<file path="config.mk">
export PLATFORM = sky130hd
export DESIGN_NAME = fetch_top
export DESIGN_NICKNAME = d
export VERILOG_FILES = /design/src/common/fetch_pkg.sv /design/src/fetch/fetch_addr_counter.sv /design/src/fetch/fetch_ctrl.sv /design/src/fetch/fetch_queue.sv /design/src/fetch/fetch_top.sv
export VERILOG_INCLUDE_DIRS = /design/src /design/src/common
export SDC_FILE = /design/constraint.sdc
export NUM_CORES = 1
export LEC_CHECK = 0
export BUFFER_PORTS_ARGS = -buffer_cell sky130_fd_sc_hd__buf_4
export CAP_MARGIN = 25
export CORE_MARGIN = 2
export CORE_UTILIZATION = 49
export DETAILED_ROUTE_END_ITERATION = 12
export PLACE_DENSITY = 0.72
export SLEW_MARGIN = 15
export SYNTH_ARGS = -nofsm -noshare
export SYNTH_HDL_FRONTEND = slang
export SYNTH_SLANG_ARGS = --single-unit
</file>
<file path="constraint.sdc">
create_clock -name clk -period 3.3 [get_ports clk]
set_input_delay 0.66 -clock clk [delete_from_list [all_inputs] [get_ports clk]]
set_output_delay 0.66 -clock clk [all_outputs]
set_load 0.01 [all_outputs]
</file>
<file path="src/common/fetch_defines.svh">
// fetch unit constants
// reset address, instruction queue depth and the nop shown on reset
`ifndef FETCH_DEFINES_SVH
`define FETCH_DEFINES_SVH

//////////////////////////////
// reset state
//////////////////////////////

// first address fetched after reset
`define FETCH_START_ADDR 32'h0000_0100

// addi x0, x0, 0
`define FETCH_NOP 32'h0000_0013

//////////////////////////////
// instruction queue
//////////////////////////////

// power of two, 2 to 8
`define FETCH_IQUEUE_DEPTH 4

`endif

</file>
<file path="src/common/fetch_pkg.sv">
// fetch unit package
// shared types for the fetch front end, sized from the defines header
`include "fetch_defines.svh"

package fetch_pkg;

    // byte address and raw 32-bit instruction word
    typedef logic [31:0] addr_t;
    typedef logic [31:0] instr_t;

    // ring buffer pointer into the instruction queue
    typedef logic [$clog2(`FETCH_IQUEUE_DEPTH)-1:0] qptr_t;

    // fill level, one bit wider so a full queue fits
    typedef logic [$clog2(`FETCH_IQUEUE_DEPTH):0] qcount_t;

    // fetch fsm
    // flush lasts one cycle after a redirect and drops the stale response
    // run streams words normally
    // full holds the request address until a pop frees room
    typedef enum logic [1:0] {
        FETCH_FLUSH,
        FETCH_RUN,
        FETCH_FULL
    } fetch_state_e;

endpackage

</file>
<file path="src/fetch/fetch_addr_counter.sv">
// fetch address counter
// steps the request address by one word, loads redirect targets and
// remembers the address of the request in flight
`timescale 1ns/1ps
`include "fetch_defines.svh"

module fetch_addr_counter (
    input  logic             clk,
    input  logic             reset_n,
    input  logic             advance_i,
    input  logic             busy_i,
    input  logic             jump_i,
    input  logic             ctx_switch_i,
    input  fetch_pkg::addr_t jump_target_i,
    input  fetch_pkg::addr_t ctx_switch_target_i,
    output fetch_pkg::addr_t req_addr_o,
    output fetch_pkg::addr_t resp_addr_o
);

    fetch_pkg::addr_t req_addr;
    fetch_pkg::addr_t resp_addr;
    fetch_pkg::addr_t next_addr;
    fetch_pkg::addr_t target;
    logic             accept;

    //////////////////////////////
    // target select
    //////////////////////////////

    // context switch wins over jump and both are forced to a word boundary
    always_comb begin
        if (ctx_switch_i) begin
            target = {ctx_switch_target_i[31:2], 2'b00};
        end else begin
            target = {jump_target_i[31:2], 2'b00};
        end
    end

    assign next_addr = req_addr + 32'd4;

    // memory takes the request only when not busy
    assign accept = advance_i && !busy_i;

    //////////////////////////////
    // address registers
    //////////////////////////////

    always_ff @(posedge clk or negedge reset_n) begin
        if (!reset_n) begin
            req_addr <= `FETCH_START_ADDR;
        end else if (jump_i || ctx_switch_i) begin
            req_addr <= target;
        end else if (accept) begin
            req_addr <= next_addr;
        end
    end

    // pc of the word that memory returns next cycle
    always_ff @(posedge clk or negedge reset_n) begin
        if (!reset_n) begin
            resp_addr <= `FETCH_START_ADDR;
        end else if (accept) begin
            resp_addr <= req_addr;
        end
    end

    // low bits stay zero since start address and targets are aligned
    assign req_addr_o  = req_addr;
    assign resp_addr_o = resp_addr;

endmodule

</file>
<file path="src/fetch/fetch_ctrl.sv">
// fetch control FSM
// decides flush, push, pop, bypass and address advance each cycle
// from memory busy, decode enable, redirects and the queue level
`timescale 1ns/1ps
`include "fetch_defines.svh"

module fetch_ctrl (
    input  logic              clk,
    input  logic              reset_n,
    input  logic              enable_i,
    input  logic              jump_i,
    input  logic              ctx_switch_i,
    input  logic              busy_i,
    input  fetch_pkg::qcount_t q_count_i,
    input  logic              q_not_empty_i,
    output logic              flush_o,
    output logic              push_o,
    output logic              pop_o,
    output logic              advance_o,
    output logic              bypass_o,
    output logic              jumping_o
);

    fetch_pkg::fetch_state_e state_q;
    fetch_pkg::fetch_state_e state_d;
    // memory busy in the previous cycle
    logic                    busy_r;
    logic                    redirect;
    logic                    resp_valid;
    logic                    head_pop;
    logic                    deliver;
    fetch_pkg::qcount_t      next_count;
    logic                    full_next;

    //////////////////////////////
    // response and queue decisions
    //////////////////////////////

    assign redirect = jump_i || ctx_switch_i;
    assign flush_o  = redirect;

    // word on the bus is real only in run after a cycle without busy
    // flush and full both follow a cycle that sent no new request
    assign resp_valid = !busy_r && !redirect && (state_q == fetch_pkg::FETCH_RUN);

    // decode consumes whenever enabled, except in the redirect cycle
    assign pop_o = enable_i && !redirect;

    // empty queue and decode ready means the memory word goes straight out
    assign bypass_o = pop_o && !q_not_empty_i && resp_valid;
    assign push_o   = resp_valid && !bypass_o;

    assign head_pop = pop_o && q_not_empty_i;
    assign deliver  = head_pop || bypass_o;

    // a new request needs a free slot in the level after this cycle
    assign next_count = q_count_i + fetch_pkg::qcount_t'(push_o)
                        - fetch_pkg::qcount_t'(head_pop);
    assign full_next  = !(next_count < fetch_pkg::qcount_t'(`FETCH_IQUEUE_DEPTH));

    // redirect loads the target in the counter, so no advance then
    assign advance_o = !redirect && !full_next;

    //////////////////////////////
    // state
    //////////////////////////////

    always_comb begin
        state_d = state_q;
        if (redirect) begin
            state_d = fetch_pkg::FETCH_FLUSH;
        end else begin
            case (state_q)
                fetch_pkg::FETCH_FLUSH: state_d = fetch_pkg::FETCH_RUN;
                // address holds in full until a pop makes room
                fetch_pkg::FETCH_RUN,
                fetch_pkg::FETCH_FULL: begin
                    state_d = full_next ? fetch_pkg::FETCH_FULL : fetch_pkg::FETCH_RUN;
                end
                default: state_d = fetch_pkg::FETCH_FLUSH;
            endcase
        end
    end

    always_ff @(posedge clk or negedge reset_n) begin
        if (!reset_n) begin
            state_q <= fetch_pkg::FETCH_FLUSH;
        end else begin
            state_q <= state_d;
        end
    end

    // memory busy last cycle means no word arrives now
    always_ff @(posedge clk or negedge reset_n) begin
        if (!reset_n) begin
            busy_r <= 1'b1;
        end else begin
            busy_r <= busy_i;
        end
    end

    // high from a redirect until the first word of the new path leaves
    always_ff @(posedge clk or negedge reset_n) begin
        if (!reset_n) begin
            jumping_o <= 1'b1;
        end else if (redirect) begin
            jumping_o <= 1'b1;
        end else if (deliver) begin
            jumping_o <= 1'b0;
        end
    end

endmodule

</file>
<file path="src/fetch/fetch_queue.sv">
// fetch instruction queue
// ring buffer of pc and instruction pairs with a bypass for the memory
// word, and the registered outputs toward decode
`timescale 1ns/1ps
`include "fetch_defines.svh"

module fetch_queue (
    input  logic               clk,
    input  logic               reset_n,
    input  logic               flush_i,
    input  logic               push_i,
    input  logic               pop_i,
    input  logic               bypass_i,
    input  fetch_pkg::addr_t   resp_addr_i,
    input  fetch_pkg::instr_t  instr_data_i,
    output fetch_pkg::qcount_t q_count_o,
    output logic               q_not_empty_o,
    output logic               valid_o,
    output fetch_pkg::addr_t   pc_o,
    output fetch_pkg::instr_t  instruction_o
);

    // pc and instruction slots
    fetch_pkg::addr_t   pc_mem    [`FETCH_IQUEUE_DEPTH];
    fetch_pkg::instr_t  instr_mem [`FETCH_IQUEUE_DEPTH];

    fetch_pkg::qptr_t   wr_ptr;
    fetch_pkg::qptr_t   rd_ptr;
    fetch_pkg::qcount_t count;
    logic               head_pop;

    assign q_count_o     = count;
    assign q_not_empty_o = (count != '0);

    // on bypass the memory word goes out and the queue head stays put
    assign head_pop = pop_i && !bypass_i && q_not_empty_o;

    //////////////////////////////
    // pointers and fill level
    //////////////////////////////

    // pointers wrap on their own since depth is a power of two
    always_ff @(posedge clk or negedge reset_n) begin
        if (!reset_n) begin
            wr_ptr <= '0;
            rd_ptr <= '0;
            count  <= '0;
        end else if (flush_i) begin
            wr_ptr <= '0;
            rd_ptr <= '0;
            count  <= '0;
        end else begin
            if (push_i) begin
                wr_ptr <= wr_ptr + 1'b1;
            end
            if (head_pop) begin
                rd_ptr <= rd_ptr + 1'b1;
            end
            count <= count + fetch_pkg::qcount_t'(push_i)
                     - fetch_pkg::qcount_t'(head_pop);
        end
    end

    // write slot
    always_ff @(posedge clk) begin
        if (push_i && !flush_i) begin
            pc_mem[wr_ptr]    <= resp_addr_i;
            instr_mem[wr_ptr] <= instr_data_i;
        end
    end

    //////////////////////////////
    // decode side outputs
    //////////////////////////////

    // outputs only move on pop, so they hold while decode stalls
    always_ff @(posedge clk or negedge reset_n) begin
        if (!reset_n) begin
            pc_o          <= `FETCH_START_ADDR;
            instruction_o <= `FETCH_NOP;
        end else if (pop_i && !flush_i) begin
            if (bypass_i) begin
                pc_o          <= resp_addr_i;
                instruction_o <= instr_data_i;
            end else if (q_not_empty_o) begin
                pc_o          <= pc_mem[rd_ptr];
                instruction_o <= instr_mem[rd_ptr];
            end
        end
    end

    // nothing to hand over means decode sees a bubble
    always_ff @(posedge clk or negedge reset_n) begin
        if (!reset_n) begin
            valid_o <= 1'b0;
        end else if (flush_i) begin
            valid_o <= 1'b0;
        end else if (pop_i) begin
            valid_o <= bypass_i || q_not_empty_o;
        end
    end

endmodule

</file>
<file path="src/fetch/fetch_top.sv">
// instruction fetch front end
// requests words from a stalling memory, buffers them and hands one
// pc and instruction per cycle to decode, redirects flush the path
`timescale 1ns/1ps

module fetch_top (
    input  logic              clk,
    input  logic              reset_n,
    // decode side
    input  logic              enable_i,
    input  logic              jump_i,
    input  fetch_pkg::addr_t  jump_target_i,
    input  logic              ctx_switch_i,
    input  fetch_pkg::addr_t  ctx_switch_target_i,
    // memory side
    input  logic              busy_i,
    input  fetch_pkg::instr_t instr_data_i,
    output fetch_pkg::addr_t  instr_addr_o,
    // toward decode
    output fetch_pkg::addr_t  pc_o,
    output fetch_pkg::instr_t instruction_o,
    output logic              valid_o,
    output logic              jumping_o
);

    logic               flush;
    logic               push;
    logic               pop;
    logic               advance;
    logic               bypass;
    fetch_pkg::qcount_t q_count;
    logic               q_not_empty;
    fetch_pkg::addr_t   resp_addr;

    //////////////////////////////
    // control and address
    //////////////////////////////

    fetch_ctrl ctrl_i (
        .clk          (clk),
        .reset_n      (reset_n),
        .enable_i     (enable_i),
        .jump_i       (jump_i),
        .ctx_switch_i (ctx_switch_i),
        .busy_i       (busy_i),
        .q_count_i    (q_count),
        .q_not_empty_i(q_not_empty),
        .flush_o      (flush),
        .push_o       (push),
        .pop_o        (pop),
        .advance_o    (advance),
        .bypass_o     (bypass),
        .jumping_o    (jumping_o)
    );

    fetch_addr_counter addr_i (
        .clk                (clk),
        .reset_n            (reset_n),
        .advance_i          (advance),
        .busy_i             (busy_i),
        .jump_i             (jump_i),
        .ctx_switch_i       (ctx_switch_i),
        .jump_target_i      (jump_target_i),
        .ctx_switch_target_i(ctx_switch_target_i),
        .req_addr_o         (instr_addr_o),
        .resp_addr_o        (resp_addr)
    );

    // queue datapath
    fetch_queue queue_i (
        .clk          (clk),
        .reset_n      (reset_n),
        .flush_i      (flush),
        .push_i       (push),
        .pop_i        (pop),
        .bypass_i     (bypass),
        .resp_addr_i  (resp_addr),
        .instr_data_i (instr_data_i),
        .q_count_o    (q_count),
        .q_not_empty_o(q_not_empty),
        .valid_o      (valid_o),
        .pc_o         (pc_o),
        .instruction_o(instruction_o)
    );

endmodule

</file>
## Word-level counts from Yosys, hierarchy flattened

Memory sizes are Yosys's and may differ from the RTL's.
Index checks and enable logic that the tools add are counted.

- Word-level logic and storage cells: 74
- Bits of input ports: 102
- RAM bits: 256
- Output and inout bits: 98
- Memories kept: 2
- Bits in registers: 140

Memory list:

| memory | words | bits a word | read ports | clocked after memory_dff | wr ports | line | RTL |
|---|---|---|---|---|---|---|---|
| queue_i.instr_mem | 4 | 32 | 1 | 0 | 1 | fetch_queue.sv:25 | `` fetch_pkg::instr_t instr_mem [`FETCH_IQUEUE_DEPTH]; `` |
| queue_i.pc_mem | 4 | 32 | 1 | 0 | 1 | fetch_queue.sv:24 | `` fetch_pkg::addr_t pc_mem [`FETCH_IQUEUE_DEPTH]; `` |

- Add/subtract/negate cells: 6
- Reductions and logical operators: 31
- $lt $le $gt $ge: 1
- Equality and inequality tests: 2
- Muxes and demuxes: 21

Operators by type and width:

| cell | number |
|---|---|
| $mux W32 | 7 |
| $add A32 B3 Y32 const B | 1 |
| $logic_and A1 B1 Y1 | 13 |
| $mux W2 | 6 |
| $reduce_bool A2 Y1 | 6 |
| $mux W1 | 6 |
| $sub A3 B1 Y3 | 2 |
| $logic_not A1 Y1 | 5 |
| $add A2 B1 Y2 const B | 2 |
| $pmux W2 S2 | 1 |
| $add A3 B1 Y3 | 1 |
| $logic_or A1 B1 Y1 | 3 |
| $lt A3 B3 Y1 const B | 1 |
| $mux W3 | 1 |
| $reduce_bool A3 Y1 | 1 |
| $eq A2 B1 Y1 const B | 1 |
| $eq A2 B2 Y1 const B | 1 |
| $logic_not A2 Y1 | 1 |
| $reduce_and A2 Y1 | 1 |
| $reduce_or A2 Y1 | 1 |

## Logic depth before layout (Yosys ltp)

Gate-level depths: netlist of the first run.

- Depth in word-level cells: 14
- Gate-level depth with buffers: 14
- Depth with buffers taken out: 11

## By module

Synthesis of the first run repeated with hierarchy kept, for this count alone.

- Cells, all modules: 1063
- Area, all modules: 16304.4 µm²

Modules (own cells, without submodules):

| module | cells each | seq. area each (µm²) | times used | area each (µm²) |
|---|---|---|---|---|
| fetch_queue | 607 | 9494.1 | 1 | 12529.5 |
| fetch_addr_counter | 421 | 1503.9 | 1 | 3439.5 |
| fetch_ctrl | 35 | 102.6 | 1 | 335.3 |

## Least setup slack after synthesis of the first run

Ideal clock, no wire load.

- Kind: input to register
- Start: in ctx_switch_i
- End: reg addr_i.resp_addr[10] (netlist: addr_i.resp_addr_o[10])
- Path slack: -0.810 ns
- Setup time: 0.125 ns
- Data arrival time: 3.986 ns
- Stages on the path: 12
- Data required time: 3.175 ns
- Path buffers: 4
- Cells stage by stage: buf_6 or2_2 clkbuf_1 a211oi_1 ha_1 ha_1 or2_2 o31ai_1 a21bo_2 buf_2 buf_2 mux2_2

- Cells in the longest elaborated chain, start to end: 12
- Elaborated cells on any way between the ends: 15
- Those cells by class: 2 x add/sub; 1 x order compare; 12 x reduce/logical

RTL lines:

| element | line | RTL |
|---|---|---|
| start, declared | fetch_top.sv:13 | `input logic ctx_switch_i,` |
| $logic_or A1 B1 Y1 (*) | fetch_ctrl.sv:39 | `assign redirect = jump_i \|\| ctx_switch_i;` |
| $logic_not A1 Y1 (*) | fetch_ctrl.sv:44, fetch_ctrl.sv:47, fetch_ctrl.sv:62 |  |
| $logic_and A1 B1 Y1 (on tied branches) | fetch_ctrl.sv:47, fetch_ctrl.sv:44 |  |
| $logic_and A1 B1 Y1 (on tied branches) | fetch_ctrl.sv:50, fetch_ctrl.sv:44 |  |
| $logic_and A1 B1 Y1 | fetch_ctrl.sv:50 | `assign bypass_o = pop_o && !q_not_empty_i && resp_valid;` |
| $logic_not A1 Y1 | fetch_ctrl.sv:51 | `assign push_o = resp_valid && !bypass_o;` |
| $logic_and A1 B1 Y1 | fetch_ctrl.sv:51 |  |
| $add A3 B1 Y3 | fetch_ctrl.sv:57 | `assign next_count = q_count_i + fetch_pkg::qcount_t'(push_o)` |
| $sub A3 B1 Y3 | fetch_ctrl.sv:58 | `- fetch_pkg::qcount_t'(head_pop);` |
| $lt A3 B3 Y1 | fetch_ctrl.sv:59 | `` assign full_next = !(next_count < fetch_pkg::qcount_t'(`FETCH_IQUEUE_DEPTH)); `` |
| $logic_and A1 B1 Y1 (*) | fetch_ctrl.sv:62 | `assign advance_o = !redirect && !full_next;` |
| $logic_and A1 B1 Y1 (*) | fetch_addr_counter.sv:42 | `assign accept = advance_i && !busy_i;` |
| end signal, assigned | fetch_addr_counter.sv:61 | `` resp_addr <= `FETCH_START_ADDR; `` |
| end signal, assigned | fetch_addr_counter.sv:63 | `resp_addr <= req_addr;` |
| end, declared | fetch_addr_counter.sv:21 | `fetch_pkg::addr_t resp_addr;` |

Every way passes the cells marked *; elsewhere a longest branch is shown, timed or not.
A chain may end at the register's enable or synchronous reset.

## Final worst setup path of the first run

- Start: reg ctrl_i.state_q[1]
- End: reg addr_i.req_addr[21] (netlist: addr_i.req_addr_o[21])

- Cells in the longest elaborated chain, start to end: 11

RTL lines:

| element | line | RTL |
|---|---|---|
| start, declared | fetch_ctrl.sv:24 | `fetch_pkg::fetch_state_e state_q;` |
| start signal, assigned | fetch_ctrl.sv:87 | `state_q <= fetch_pkg::FETCH_FLUSH;` |
| start signal, assigned | fetch_ctrl.sv:89 | `state_q <= state_d;` |
| $eq A2 B1 Y1 (*) | fetch_ctrl.sv:44 | `assign resp_valid = !busy_r && !redirect && (state_q == fetch_pkg::FETCH_RUN);` |
| $logic_and A1 B1 Y1 (*) | fetch_ctrl.sv:44 |  |
| $logic_and A1 B1 Y1 | fetch_ctrl.sv:50 |  |
| $logic_not A1 Y1 | fetch_ctrl.sv:51 |  |
| $logic_and A1 B1 Y1 (*) | fetch_ctrl.sv:51 |  |
| $add A3 B1 Y3 (*) | fetch_ctrl.sv:57 |  |
| $sub A3 B1 Y3 (*) | fetch_ctrl.sv:58 |  |
| $lt A3 B3 Y1 (*) | fetch_ctrl.sv:59 |  |
| $logic_and A1 B1 Y1 (*) | fetch_ctrl.sv:62 |  |
| $logic_and A1 B1 Y1 (*) | fetch_addr_counter.sv:42 |  |
| $reduce_bool A2 Y1 (no line) (*) | -- |  |
| end signal, assigned | fetch_addr_counter.sv:50 | `` req_addr <= `FETCH_START_ADDR; `` |
| end signal, assigned | fetch_addr_counter.sv:52 | `req_addr <= target;` |
| end signal, assigned | fetch_addr_counter.sv:54 | `req_addr <= next_addr;` |
| end, declared | fetch_addr_counter.sv:20 | `fetch_pkg::addr_t req_addr;` |

Marked as above.

==> results.txt, run 1 <==
The run finished with clean final reports. Max-cap violations in this run came to 0. The relative max-transition margin was 0.527. Most frequently used flop master after synthesis: sky130_fd_sc_hd__edfxtp_1. Setup violations remaining at the end of the flow were counted as 0. The number of global-route vias before repair is 9688, and the overall track demand over capacity in global routing is 0.208. For the share of total power in combinational logic, the log shows 0.102. In this run, synthesis produced a sequential element count of 382.

The tightest min-delay check is of the in2async type. For the area taken by multi-input logic gates, the log shows 4890 um^2. The die covers 33900 um^2.

In this run the cell area measured after placement is 18300 um^2. 200 I/O pins were placed. The endpoint identified for the worst register-to-register timing path is addr_i.req_addr_o[21]. Leaving out fill and tap cells, the most frequent cell in the layout is sky130_fd_sc_hd__edfxtp_1. Depth of the worst register-to-register path: 11. The power share of the clock group was 0.391. No sink is reached through more buffers than the 3 on the longest clock path. The net total in the final layout is 1352, and the via count is 9493. The run gives 31800 um^2 as the area inside the core boundary. For the wire length reported by the detailed router, the log shows 34400 um. The critical path is of the reg2reg type. Kind of start point of the critical path: a flop.

The largest fanout on the critical path is 7, and the arrival time of the worst setup path is 3.45 ns. Post-route cell area: 19600 um^2. Summed over all layers, the global routing overflow is 0. Buffers placed on the I/O ports in this run total 191. In the routed layout, each cell is associated on average with a via count of 5.57. Yosys printed 0 warnings. The logs give 22400 um for the final HPWL from detailed placement and 54300 um for the first-pass GRT wire length.

The first routing iteration left 711 violations. The tools report the clock buffer count from CTS as 39. The share of the clock period used by the worst path is 0.939.

The share of synthesized flip-flops with an asynchronous set or reset is 0.351, and the horizontal die dimension is 184 um. Internal power comes to 0.00890 W. After synthesis, the netlist uses 61 different library cells. The count of endpoints failing hold in the final timing report is 0. The peak supply drop is 0.362 mV, and the mean cell area of the mapped netlist is 15.6 um^2. For this design the total switching power over the nets is 0.00265 W. After clock tree synthesis, the clock-pin slew on the worst setup and hold paths is 0.07 ns. The layout has 2353 filler cells. The type of destination of the critical path is a flop.

TritonCTS built the clock tree. Once detail routing completed, the nets flagged for antenna violations numbered 0. The logs give 0.679 for the register area share after synthesis and 0 for the number of buffers inserted for hold repair after clock tree synthesis. The tools report the number of standard-cell rows in the floorplan as 65.

Setup repair after global routing left no endpoint under its margin. Net switching fraction of the power: 0.230. The H-tree level count was 2; the initial antenna violation count was 0.

The area growth from synthesis to layout was 23.2%. Counting flops with a built-in enable in the synthesized netlist gives 248. The leakage dissipation is 7.65 nW. The core utilization of the finished layout is 0.616. For the number of pins exceeding their max-slew limit in the final report, the log shows 0. The number of detailed-routing iterations run before antenna repair is 4, and the data required time at the worst endpoint is 3.65 ns.

In the layout the commonest cells are sky130_fd_sc_hd__edfxtp_1 (248), sky130_fd_sc_hd__buf_4 (229), sky130_fd_sc_hd__dfrtp_1 (124). After detailed routing, the number of remaining DRC violations is 0. The register-to-register path setup slack came out at 0.20 ns. For this design the ratio of total power to cell area is 590 nW/um^2. The final clock skew was 0.0126 ns. The startpoint identified for the worst register-to-register timing path is ctrl_i.state_q[1]. The sequential share of power came out at 0.507. Instance count of the mapped netlist: 1021. Static timing analysis puts the maximum clock frequency at 0.323 GHz.

For the pin with the worst max-slew slack, the measured transition is 0.704 ns. CTS saw 382 sinks. The cell sitting at the root of the clock tree is a sky130_fd_sc_hd__clkbuf_16. The die is 184 um tall.

The congestion estimate from routability-driven global placement came to 0.898. The repair_antennas step left the layout with diodes totalling 0. Total power for the finished layout comes to 0.0116 W.

After synthesis the cells add up to 15900 um^2. The share of layout cells above drive strength 1 was 0.342; the final critical-path required period was 3.10 ns. The clock reaches the later pin of the worst-skew pair after 0.51 ns. The initial core utilization is 0.500. Summing all flip-flop and latch instances after layout gives 10800 um^2.

The pin count of the biggest net entering global routing is 70. After detailed routing, the average wire length per cell comes to 20.2 um.
==> sequential cells by signal, summed over array words and instances (netlist names), 2 cells and up <==
signal                 count
queue_i.instruction_o     32
ctrl_i.state_q             2
queue_i.wr_ptr             2
queue_i.pc_mem           120
queue_i.q_count_o          3
queue_i.rd_ptr             2
queue_i.pc_o              30
addr_i.resp_addr_o        30
queue_i.instr_mem        128
addr_i.req_addr_o         30
==> synth_stat cells, drive strengths merged (2+ instances only) <==
cell / instances / share of area
o21ai: 16 / 0.0050
a31o: 2 / 0.0011
o22a: 2 / 0.0011
and2: 7 / 0.0028
a221oi: 2 / 0.0011
nor2b: 12 / 0.0047
o221ai: 3 / 0.0017
nand4: 9 / 0.0035
nand2b: 3 / 0.0012
or4: 2 / 0.00094
o31ai: 6 / 0.0028
inv: 17 / 0.0040
or3: 4 / 0.0016
dfstp: 8 / 0.013
nor3: 11 / 0.0035
or3b: 2 / 0.0013
and4: 7 / 0.0039
buf: 22 / 0.0078
nand3b: 5 / 0.0024
mux2: 27 / 0.019
nand2: 37 / 0.0087
a2111oi: 7 / 0.0087
a211oi: 17 / 0.0080
or2: 3 / 0.0012
ha: 12 / 0.0094
dfrtp: 126 / 0.20
nor3b: 4 / 0.0019
mux4: 62 / 0.088
a21oi: 84 / 0.027
nand3: 14 / 0.0044
a31oi: 7 / 0.0028
and3: 7 / 0.0028
a22oi: 3 / 0.0014
xnor2: 15 / 0.0083
edfxtp: 248 / 0.47
nor2: 81 / 0.019
a2bb2oi: 2 / 0.0011
clkbuf: 46 / 0.011
mux2i: 64 / 0.040
==> metal layers <==
metal  track usage  wire length [um]  vias to the layer above
li1              -                 -                     4360
met1         0.295             15200                     4787
met2         0.340             16700                      308
met3        0.0362              2040                       38
met4        0.0483               503                        0
met5             0                 0                        -
==> critical path, cell delays in order, from the launching register on <==
cell                        delay (ns)
sky130_fd_sc_hd__dfrtp_1          0.37
sky130_fd_sc_hd__inv_1            0.08
sky130_fd_sc_hd__ha_1             0.14
sky130_fd_sc_hd__nand2b_1         0.10
sky130_fd_sc_hd__a211oi_4         0.24
sky130_fd_sc_hd__ha_2             0.22
sky130_fd_sc_hd__ha_4             0.20
sky130_fd_sc_hd__or2_4            0.24
sky130_fd_sc_hd__or4_4            0.49
sky130_fd_sc_hd__a2111oi_1        0.53
sky130_fd_sc_hd__xnor2_1          0.19
sky130_fd_sc_hd__o221ai_1         0.13
==> cells by family after synthesis <==
kind of cell / Yosys count / share of synthesized area
multiplexers: 153 / 0.147
adder cells (fa/ha/maj): 12 / 0.00943
AND/OR/NAND/NOR: 210 / 0.0648
XOR/XNOR: 16 / 0.00881
AO/OA/AOI/OAI: 162 / 0.0678
buffers and inverters: 85 / 0.0226
other: 1 / 0.000236
flip-flops: 382 / 0.679
==> per-stage QoR <==
step / worst slack (ns) / hold WS, ns / setup TNS (ns) / cells
2_1_floorplan: -0.273 / 0.364 / -11.65 / 1024
3_3_place_gp: -0.211 / 0.493 / -2.44 / 1632
3_5_place_dp: -0.206 / 0.493 / -3.13 / 1632
4_1_cts: 0.0659 / 0.161 / 0 / 1703
5_1_grt: 0.0634 / 0.183 / 0 / 1703
6_report: 0.202 / 0.147 / 0 / 1703
==> cell type report <==
cell class              instances  share of cell area
clock buffers                  52              0.0565
clock inverters                19              0.0114
inverters                      17             0.00326
multi-input cells             557               0.250
flip-flops and latches        382               0.552
well taps                     435              0.0278
repair buffers                241              0.0995
==> timing repair <==
| item | CTS | global route |
|---|---|---|
| buffers inserted | 0 | 0 |
| hold endpoints to repair | 0 | 0 |
| resized for setup | 0 | 3 |
| endpoints found under the setup margin | 0 | 10 |
==> worst max-delay path by stage <==
stage,startpoint,to,slack (ns),cells after the start
after floorplan,ctx_switch_i,addr_i.resp_addr_o[10],-0.27,13
after global placement,ctx_switch_i,addr_i.req_addr_o[22],-0.21,12
after detailed placement,ctx_switch_i,addr_i.req_addr_o[22],-0.21,12
after CTS,ctrl_i.state_q[1],addr_i.req_addr_o[22],0.07,13
after global routing,ctrl_i.state_q[1],addr_i.req_addr_o[21],0.06,11
final,ctrl_i.state_q[1],addr_i.req_addr_o[21],0.20,11
==> power groups by stage <==
stage | combinational [W] | clock [W] | sequential (W)
detailed placement | 0.00118 | 0 | 0.00597
floorplan | 0.000436 | 0 | 0.00597
CTS | 0.00119 | 0.00460 | 0.00587
global route | 0.00129 | 0.00481 | 0.00592
global placement | 0.00116 | 0 | 0.00593
finish | 0.00118 | 0.00452 | 0.00586
Power figures use the tool's default switching activity.
==> inputs of run 2 (changes only) <==
--- a/config.mk
+++ b/config.mk
@@ -9,9 +9,9 @@
 export BUFFER_PORTS_ARGS = -buffer_cell sky130_fd_sc_hd__buf_4
 export CAP_MARGIN = 25
 export CORE_MARGIN = 2
-export CORE_UTILIZATION = 49
+export CORE_UTILIZATION = 50
 export DETAILED_ROUTE_END_ITERATION = 12
-export PLACE_DENSITY = 0.72
+export PLACE_DENSITY = 0.73
 export SLEW_MARGIN = 15
 export SYNTH_ARGS = -nofsm -noshare
 export SYNTH_HDL_FRONTEND = slang
==> results.txt, run 2 (synthesis results as in run 1) <==
The flow ran to the end, and the final reports show no timing, DRC or antenna violations. Category of the most critical setup path: reg2reg. The final clock skew is 0.0111 ns (-0.00142 ns), and the overall track demand over capacity in global routing is 0.217 (+0.00845). The depth of the worst register-to-register path came out at 12 (+1). For the arrival time of the worst setup path, the log shows 3.62 ns (+0.17 ns).

The tools report the area inside the core boundary as 31500 um^2 (-1.0%). In this run the clock root is driven by a sky130_fd_sc_hd__clkbuf_16. The smallest hold slack came out at 0.0924 ns (-0.0546 ns). The classification of the worst-slack hold path was in2async.

The worst-case setup margin in the final layout was 0.144 ns (-0.0577 ns). The largest registers in the layout are queue_i.instr_mem (128), queue_i.pc_mem (120), queue_i.instruction_o (32). The worst setup slack after placement was -0.178 ns (+0.0284 ns); the final setup violation count was 0 (unchanged). The final antenna diode count was 0 (unchanged); the power density over the cells was 599 nW/um^2 (+1.6%). The run gives 39 (unchanged) as the clock buffer count from CTS. Die boundary height: 182 um (-0.98%). The library cell used most frequently in the layout, excluding fill and tap cells, is sky130_fd_sc_hd__edfxtp_1.

Final HPWL from detailed placement: 22500 um (+0.51%). The wire length reported by the detailed router came out at 35400 um (+3.0%). Port buffer count: 191 (unchanged). The slew at the pin closest to its max-slew limit works out to 0.729 ns (+0.0252 ns). The tools report the pin count of the biggest net entering global routing as 127 (+81%).

The number of non-filler instances in the completed layout came out at 1671 (-1.9%). The routed length per placed instance is 21.2 um (+5.0%). Routability congestion estimate: 0.835 (-7.1%). For the highest clock rate, the log shows 0.317 GHz (-1.8%). The number of setup buffers added after CTS came out at 0 (unchanged). The run gives 0.510 (-0.0170) as the relative max-transition margin. The first-pass GRT wire length is 55500 um (+2.2%). The run gives 1600 (-2.0%) as the cell count after placement. The number of flip-flops under the largest register name was 128 (unchanged). The area growth from synthesis to layout came out at 23.1% (about the same).

STA classifies the critical path startpoint as a flop. The run gives 0 (unchanged) as the global route total overflow. The peak supply drop was 0.369 mV (+2.0%). STA classifies the critical path endpoint as a flop. TritonCTS built the clock tree. The final critical-path required period is 3.16 ns (+0.0577 ns), and the number of standard-cell rows in the floorplan is 65 (unchanged). The number of pins exceeding their max-slew limit in the final report is 0 (unchanged). The net total in the final layout is 1353 (+0.074%). Setup repair after global routing left no endpoint under its margin. The share of layout cells above drive strength 1 is 0.343 (+0.000518), and the number of clock sinks seen by CTS is 382 (unchanged). The number of DRC violations after detailed-routing iteration 0 is 659 (-7.3%), and the leakage dissipation is 7.67 nW (+0.26%). The logs give 2 (unchanged) for the H-tree level count and 3.76 ns (+0.11 ns) for the data required time at the worst endpoint. Power after layout: 0.0117 W (+1.6%). The via-per-instance ratio is 5.73 (+2.8%), and the largest buffer count on any clock path is 3 (unchanged).

The tools report the initial antenna violation count as 0 (unchanged). The max-capacitance violation count was 0 (unchanged); the share of the clock period used by the worst path was 0.956 (+0.0175). The top-level port count was 200 (unchanged). For the initial core utilization, the log shows 0.506 (+0.00517). Number of global-route vias before repair: 9763 (+0.77%).

The number of routed nets with antenna violations is 0 (unchanged). In the layout the commonest cells are sky130_fd_sc_hd__edfxtp_1 (248), sky130_fd_sc_hd__buf_4 (231), sky130_fd_sc_hd__dfrtp_1 (124). For the number of detailed-routing iterations run before antenna repair, the log shows 5 (+1). Largest register by flop count: queue_i.instr_mem. The number of buffers inserted for hold repair after clock tree synthesis came out at 0 (unchanged).

The count of endpoints failing hold in the final timing report was 0 (unchanged); the horizontal die dimension was 182 um (-0.98%). The largest fanout on the critical path was 8 (+1); the number of remaining DRC errors was 0 (unchanged). The clock-pin slew on the worst setup and hold paths is 0.07 ns (about the same). The area of the die was 33300 um^2 (-2.0%). Clock latency at the later pin of the worst-skew pair: 0.52 ns (about the same). The via count is 9576 (+0.87%).
-- run 2: final timing paths --
path	start	end	slack [ns]
min in group clk	ctx_switch_target_i[21]	addr_i.req_addr_o[21]	0.35
worst min register to register	ctrl_i.jumping_o	ctrl_i.jumping_o	0.50
worst max register to register	ctrl_i.state_q[1]	addr_i.req_addr_o[17]	0.14
worst max-delay path	ctrl_i.state_q[1]	addr_i.req_addr_o[17]	0.14
worst min-delay path	reset_n	queue_i.instruction_o[30]	0.09
max in group asynchronous	reset_n	ctrl_i.jumping_o	2.40
-- run 2: area by class of cell --
| class | count | area [um^2] |
|---|---|---|
| timing repair buffer | 242 | 1940 |
| fill | 2325 | 11900 |
| tap | 402 | 503 |
| multi-input combinational | 557 | 4900 |
| clock buffer | 50 | 1070 |
| clock inverter | 21 | 302 |
| sequential | 382 | 10800 |
| inverter | 17 | 63.8 |
-- run 2: worst max-delay path, stage by stage (launching register included) --
cell and delay [ns]:
sky130_fd_sc_hd__dfrtp_1 0.38, sky130_fd_sc_hd__inv_1 0.08, sky130_fd_sc_hd__ha_1 0.14, sky130_fd_sc_hd__nand2b_1 0.10, sky130_fd_sc_hd__a211oi_4 0.24, sky130_fd_sc_hd__ha_2 0.22
sky130_fd_sc_hd__ha_4 0.19, sky130_fd_sc_hd__or2_4 0.23, sky130_fd_sc_hd__or4_4 0.58, sky130_fd_sc_hd__a21o_1 0.31, sky130_fd_sc_hd__buf_4 0.20, sky130_fd_sc_hd__o31ai_1 0.23
sky130_fd_sc_hd__o311a_1 0.19
-- run 2: metrics by stage --
stage / area, um^2 / setup TNS (ns) / util
detailed placement: 18200 / -3.49 / 0.578
finish: 19600 / 0 / 0.623
CTS: 19600 / 0 / 0.622
global route: 19600 / 0 / 0.623
floorplan: 16100 / -11.65 / -
global placement: 18200 / -2.95 / 0.578
-- run 2: routing by layer --
layer | vias up | share of wire | global-route usage
li1 | 4347 | - | -
met1 | 4879 | 0.44 | 0.308
met2 | 306 | 0.48 | 0.353
met3 | 44 | 0.059 | 0.0395
met4 | 0 | 0.016 | 0.0487
met5 | - | 0 | 0
-- run 2: where the power goes --
group | total [W] | internal [W] | switching [W]
logic | 0.00119 | 0.000616 | 0.000571
registers | 0.00586 | 0.00553 | 0.000331
clock network | 0.00469 | 0.00292 | 0.00177
total | 0.0117 | 0.00907 | 0.00267
-- run 2: repair_timing --
item                       CTS  global route
resized for setup            0             5
setup endpoints to repair    0             7
hold endpoints to repair     0             0
==> inputs of run 3 (changes only) <==
--- a/config.mk
+++ b/config.mk
@@ -6,11 +6,13 @@
 export SDC_FILE = /design/constraint.sdc
 export NUM_CORES = 1
 export LEC_CHECK = 0
+export ABC_AREA = 1
 export BUFFER_PORTS_ARGS = -buffer_cell sky130_fd_sc_hd__buf_4
 export CAP_MARGIN = 25
 export CORE_MARGIN = 2
 export CORE_UTILIZATION = 50
 export DETAILED_ROUTE_END_ITERATION = 12
+export GPL_TIMING_DRIVEN = 0
 export PLACE_DENSITY = 0.73
 export SLEW_MARGIN = 15
 export SYNTH_ARGS = -nofsm -noshare
==> results.txt, run 3 <==
The largest buffer count on any clock path is 3 (unchanged). The worst register-to-register path begins at ctrl_i.state_q[1]. In the final layout, the registers with the most flip-flops are queue_i.instr_mem (128), queue_i.pc_mem (120), queue_i.instruction_o (32). The tools report the area inside the core boundary as 32400 um^2 (+2.9%). The number of standard-cell rows in the floorplan was 66 (+1.5%). The horizontal die dimension was 185 um (+1.3%).

The share of layout cells above drive strength 1 was 0.174 (-0.168). Routability congestion estimate: 0.968 (+16%). The port buffer count was 191 (unchanged); the slew at the pin closest to its max-slew limit was 0.780 ns (+0.0513 ns). The number of synthesis warnings was 0 (unchanged). Setup repair after global routing left no endpoint under its margin. The initial core utilization came out at 0.504 (-0.00134). The H-tree level count came out at 2 (unchanged). Top-level port count: 200 (unchanged). The logs give -0.00451 ns (-0.0969 ns) for the smallest hold slack and 45100 um (+27%) for the wire length reported by the detailed router. First-pass GRT wire length: 69400 um (+25%). Number of pins exceeding their max-slew limit in the final report: 0 (unchanged). The worst hold path belongs to the class in2async. The total of fill cells in the finished design is 2620 (+13%), and the die boundary height is 185 um (+1.3%). The kind of start point of the critical path is a flop. The leakage dissipation came out at 8.15 nW (+6.3%).

The commonest cells after synthesis are sky130_fd_sc_hd__nand2_1 (308), sky130_fd_sc_hd__nor2_1 (289), sky130_fd_sc_hd__edfxtp_1 (248). The number of clock sinks seen by CTS is 382 (unchanged). The run gives 0.0108 ns (-0.000335 ns) as the final clock skew. The final sum of negative setup slack came out at 0 ns (unchanged). The number of setup buffers added after CTS came out at 0 (unchanged). After synthesis, the cell types taking the most area are sky130_fd_sc_hd__edfxtp_1 (46%), sky130_fd_sc_hd__dfrtp_1 (19%), sky130_fd_sc_hd__o21ai_0 (7.3%). Number of detailed-routing iterations run before antenna repair: 5 (unchanged). STA classifies the critical path endpoint as a flop. The share of the clock period used by the worst path was 0.928 (-0.0282); the area taken by multi-input logic gates was 4840 um^2 (-1.2%). The depth of the worst register-to-register path works out to 20 (+8). The logs give 1604 (+57%) for the instance count of the mapped netlist and 0 (unchanged) for the initial antenna violation count. The library cell used most frequently in the layout, excluding fill and tap cells, is sky130_fd_sc_hd__nand2_1.

The area growth from synthesis to layout is 22.1%. The run gives 3.69 ns (-0.07 ns) as the data required time at the worst endpoint. Clock latency at the later pin of the worst-skew pair: 0.54 ns (+0.02 ns).

Area of the mapped netlist: 16300 um^2 (+2.6%). The root buffer cell chosen for the clock tree is sky130_fd_sc_hd__clkbuf_16. The number of buffers inserted for hold repair after clock tree synthesis was 0 (unchanged); the register area share after synthesis was 0.662 (-0.0171). Number of flip-flops under the largest register name: 128 (unchanged). The run gives 39 (unchanged) as the clock buffer count from CTS.

Net total in the final layout: 1965 (+45%). In this run the critical register-to-register path is captured at addr_i.resp_addr_o[10]. Most frequently used flop master after synthesis: sky130_fd_sc_hd__edfxtp_1. Count of flip-flops with a built-in enable after synthesis: 248 (unchanged). Category of the most critical setup path: reg2reg. The tools report the relative max-transition margin as 0.480 (-0.0305). The final antenna diode count was 0 (unchanged).

For the via count, the log shows 12900 (+35%). The power after layout came out at 0.0113 W (-3.7%). The routed length per placed instance is 19.4 um (-8.5%). The count of cell types in the netlist is 31 (-49%).

The arrival time of the worst setup path is 3.46 ns (-0.16 ns), and the final critical-path required period is 3.06 ns (-0.0931 ns). The largest register by flop count was queue_i.instr_mem. The logs give 0.266 (+0.0498) for the overall track demand over capacity in global routing and 0 (unchanged) for the final setup violation count. The largest fanout on the critical path is 10 (+2). Of all cell types, the one taking the most synthesized area is sky130_fd_sc_hd__edfxtp_1. The tools report the total placed instance area as 18700 um^2 (+2.5%). For the worst-case setup margin in the final layout, the log shows 0.237 ns (+0.0931 ns). The number of routed nets with antenna violations is 0 (unchanged). The share of synthesized flip-flops with an asynchronous set or reset was 0.351 (unchanged); the highest clock rate was 0.326 GHz (+3.0%). The fraction of post-synthesis cell area in the top cell type by area was 0.456 (-0.0118). The synthesis-stage register bit count came out at 382 (unchanged). The final reports fail on hold timing. Power density over the cells: 567 nW/um^2 (-5.3%).

The mean cell area of the mapped netlist is 10.2 um^2 (-35%). The run gives 31100 um (+38%) as the final HPWL from detailed placement. The max-capacitance violation count was 0 (unchanged).

The logs give 0.315 mV (-15%) for the peak supply drop and 19900 um^2 (+1.8%) for the post-route cell area. The via-per-instance ratio was 5.55 (-3.1%). Storage element area: 10800 um^2 (about the same). The flow ran to the end, but the final reports show violations. Area of the die: 34100 um^2 (+2.5%). The run gives 0.24 ns (+0.09 ns) as the register-to-register path setup slack. The number of remaining DRC errors was 0 (unchanged).

The library cells used most frequently in the layout, excluding fill and tap cells, are sky130_fd_sc_hd__nand2_1 (307), sky130_fd_sc_hd__nor2_1 (285), sky130_fd_sc_hd__edfxtp_1 (248). For the global route total overflow, the log shows 0 (unchanged). The number of global-route vias before repair was 12800 (+31%). The clock-pin slew on the worst setup and hold paths came out at 0.06 ns (about the same).

The pin count of the biggest net entering global routing was 93 (-27%). TritonCTS built the clock tree. The worst setup slack after placement is -0.272 ns (-0.0944 ns). By instance count, the leading cell after synthesis is sky130_fd_sc_hd__nand2_1. Count of endpoints failing hold in the final timing report: 2 (+2). The number of DRC violations after detailed-routing iteration 0 came out at 1191 (+81%).
-- run 3: cell types whose count changed in the layout (fill, tap and decap cells not counted), sizes merged, moves of 62 or more --
cell   delta
mux2i    -64
o21ai   +273
nor2    +212
mux4     -62
nand2   +274
a21oi    -63
o22ai    +62
-- run 3: layout make-up --
| cell class | instances | area share |
|---|---|---|
| plain buffers | 93 | 0.0221 |
| multi-input cells | 1058 | 0.243 |
| clock inverters | 25 | 0.0135 |
| repair buffers | 203 | 0.0873 |
| clock buffers | 46 | 0.0503 |
| well taps | 442 | 0.0277 |
| flip-flops and latches | 382 | 0.542 |
| inverters | 74 | 0.0141 |
-- run 3: metrics by stage --
step	utilization	std cells
6_report	0.616	2323
5_1_grt	0.616	2323
4_1_cts	0.616	2323
3_5_place_dp	0.576	2252
3_3_place_gp	0.566	2240
2_1_floorplan	-	1607
-- run 3: worst max-delay path, cell delays in order (launching register included) --
cell and delay [ns]:
sky130_fd_sc_hd__dfrtp_1 0.36, sky130_fd_sc_hd__inv_1 0.07, sky130_fd_sc_hd__ha_1 0.18, sky130_fd_sc_hd__inv_1 0.05, sky130_fd_sc_hd__nor2_1 0.03, sky130_fd_sc_hd__nand2_1 0.10, sky130_fd_sc_hd__inv_1 0.06, sky130_fd_sc_hd__nand2_2 0.22
sky130_fd_sc_hd__inv_1 0.13, sky130_fd_sc_hd__ha_1 0.22, sky130_fd_sc_hd__ha_1 0.22, sky130_fd_sc_hd__inv_1 0.07, sky130_fd_sc_hd__nand2_1 0.05, sky130_fd_sc_hd__nand2_1 0.12, sky130_fd_sc_hd__nand4_1 0.19, sky130_fd_sc_hd__nand2_4 0.20
sky130_fd_sc_hd__nand3_2 0.15, sky130_fd_sc_hd__buf_6 0.19, sky130_fd_sc_hd__buf_4 0.18, sky130_fd_sc_hd__nand2_1 0.06, sky130_fd_sc_hd__o21ai_0 0.08
-- run 3: how the worst max path moves through the flow --
stage | start | to | depth (start not counted)
global placement | ctx_switch_i | queue_i.instr_mem[0][22] | 6
global route | ctrl_i.state_q[1] | addr_i.resp_addr_o[5] | 20
finish | ctrl_i.state_q[1] | addr_i.resp_addr_o[10] | 20
detailed placement | ctx_switch_i | addr_i.resp_addr_o[30] | 17
floorplan | ctx_switch_i | queue_i.instr_mem[0][0] | 5
CTS | ctrl_i.state_q[0] | addr_i.resp_addr_o[30] | 18
-- run 3: logic make-up after synthesis --
group                      after synthesis  synth area share
buffers and inverters                  167            0.0441
adders and majority gates               12           0.00920
xor gates and xnor gates                 5           0.00268
AOI/OAI and AO/OA                      393             0.127
other                                    1          0.000230
DFF                                    382             0.662
and+or+nand+nor                        644             0.154
-- run 3: timing repair --
action / in CTS / in global routing
gates resized for setup: 0 / 4
setup endpoints to repair: 0 / 53
hold endpoints to repair: 0 / 0
-- run 3: report_power, final --
| part | internal [W] | switching [W] |
|---|---|---|
| registers | 0.00546 | 0.000321 |
| clock network | 0.00259 | 0.00185 |
| logic | 0.000510 | 0.000581 |
-- run 3: routing by layer --
metal / global-route usage / vias to the layer above / wire length [um]
li1: - / 6003 / -
met1: 0.353 / 6180 / 18300
met2: 0.453 / 602 / 21700
met3: 0.0358 / 109 / 3640
met4: 0.0943 / 0 / 1410
met5: 0 / - / 0
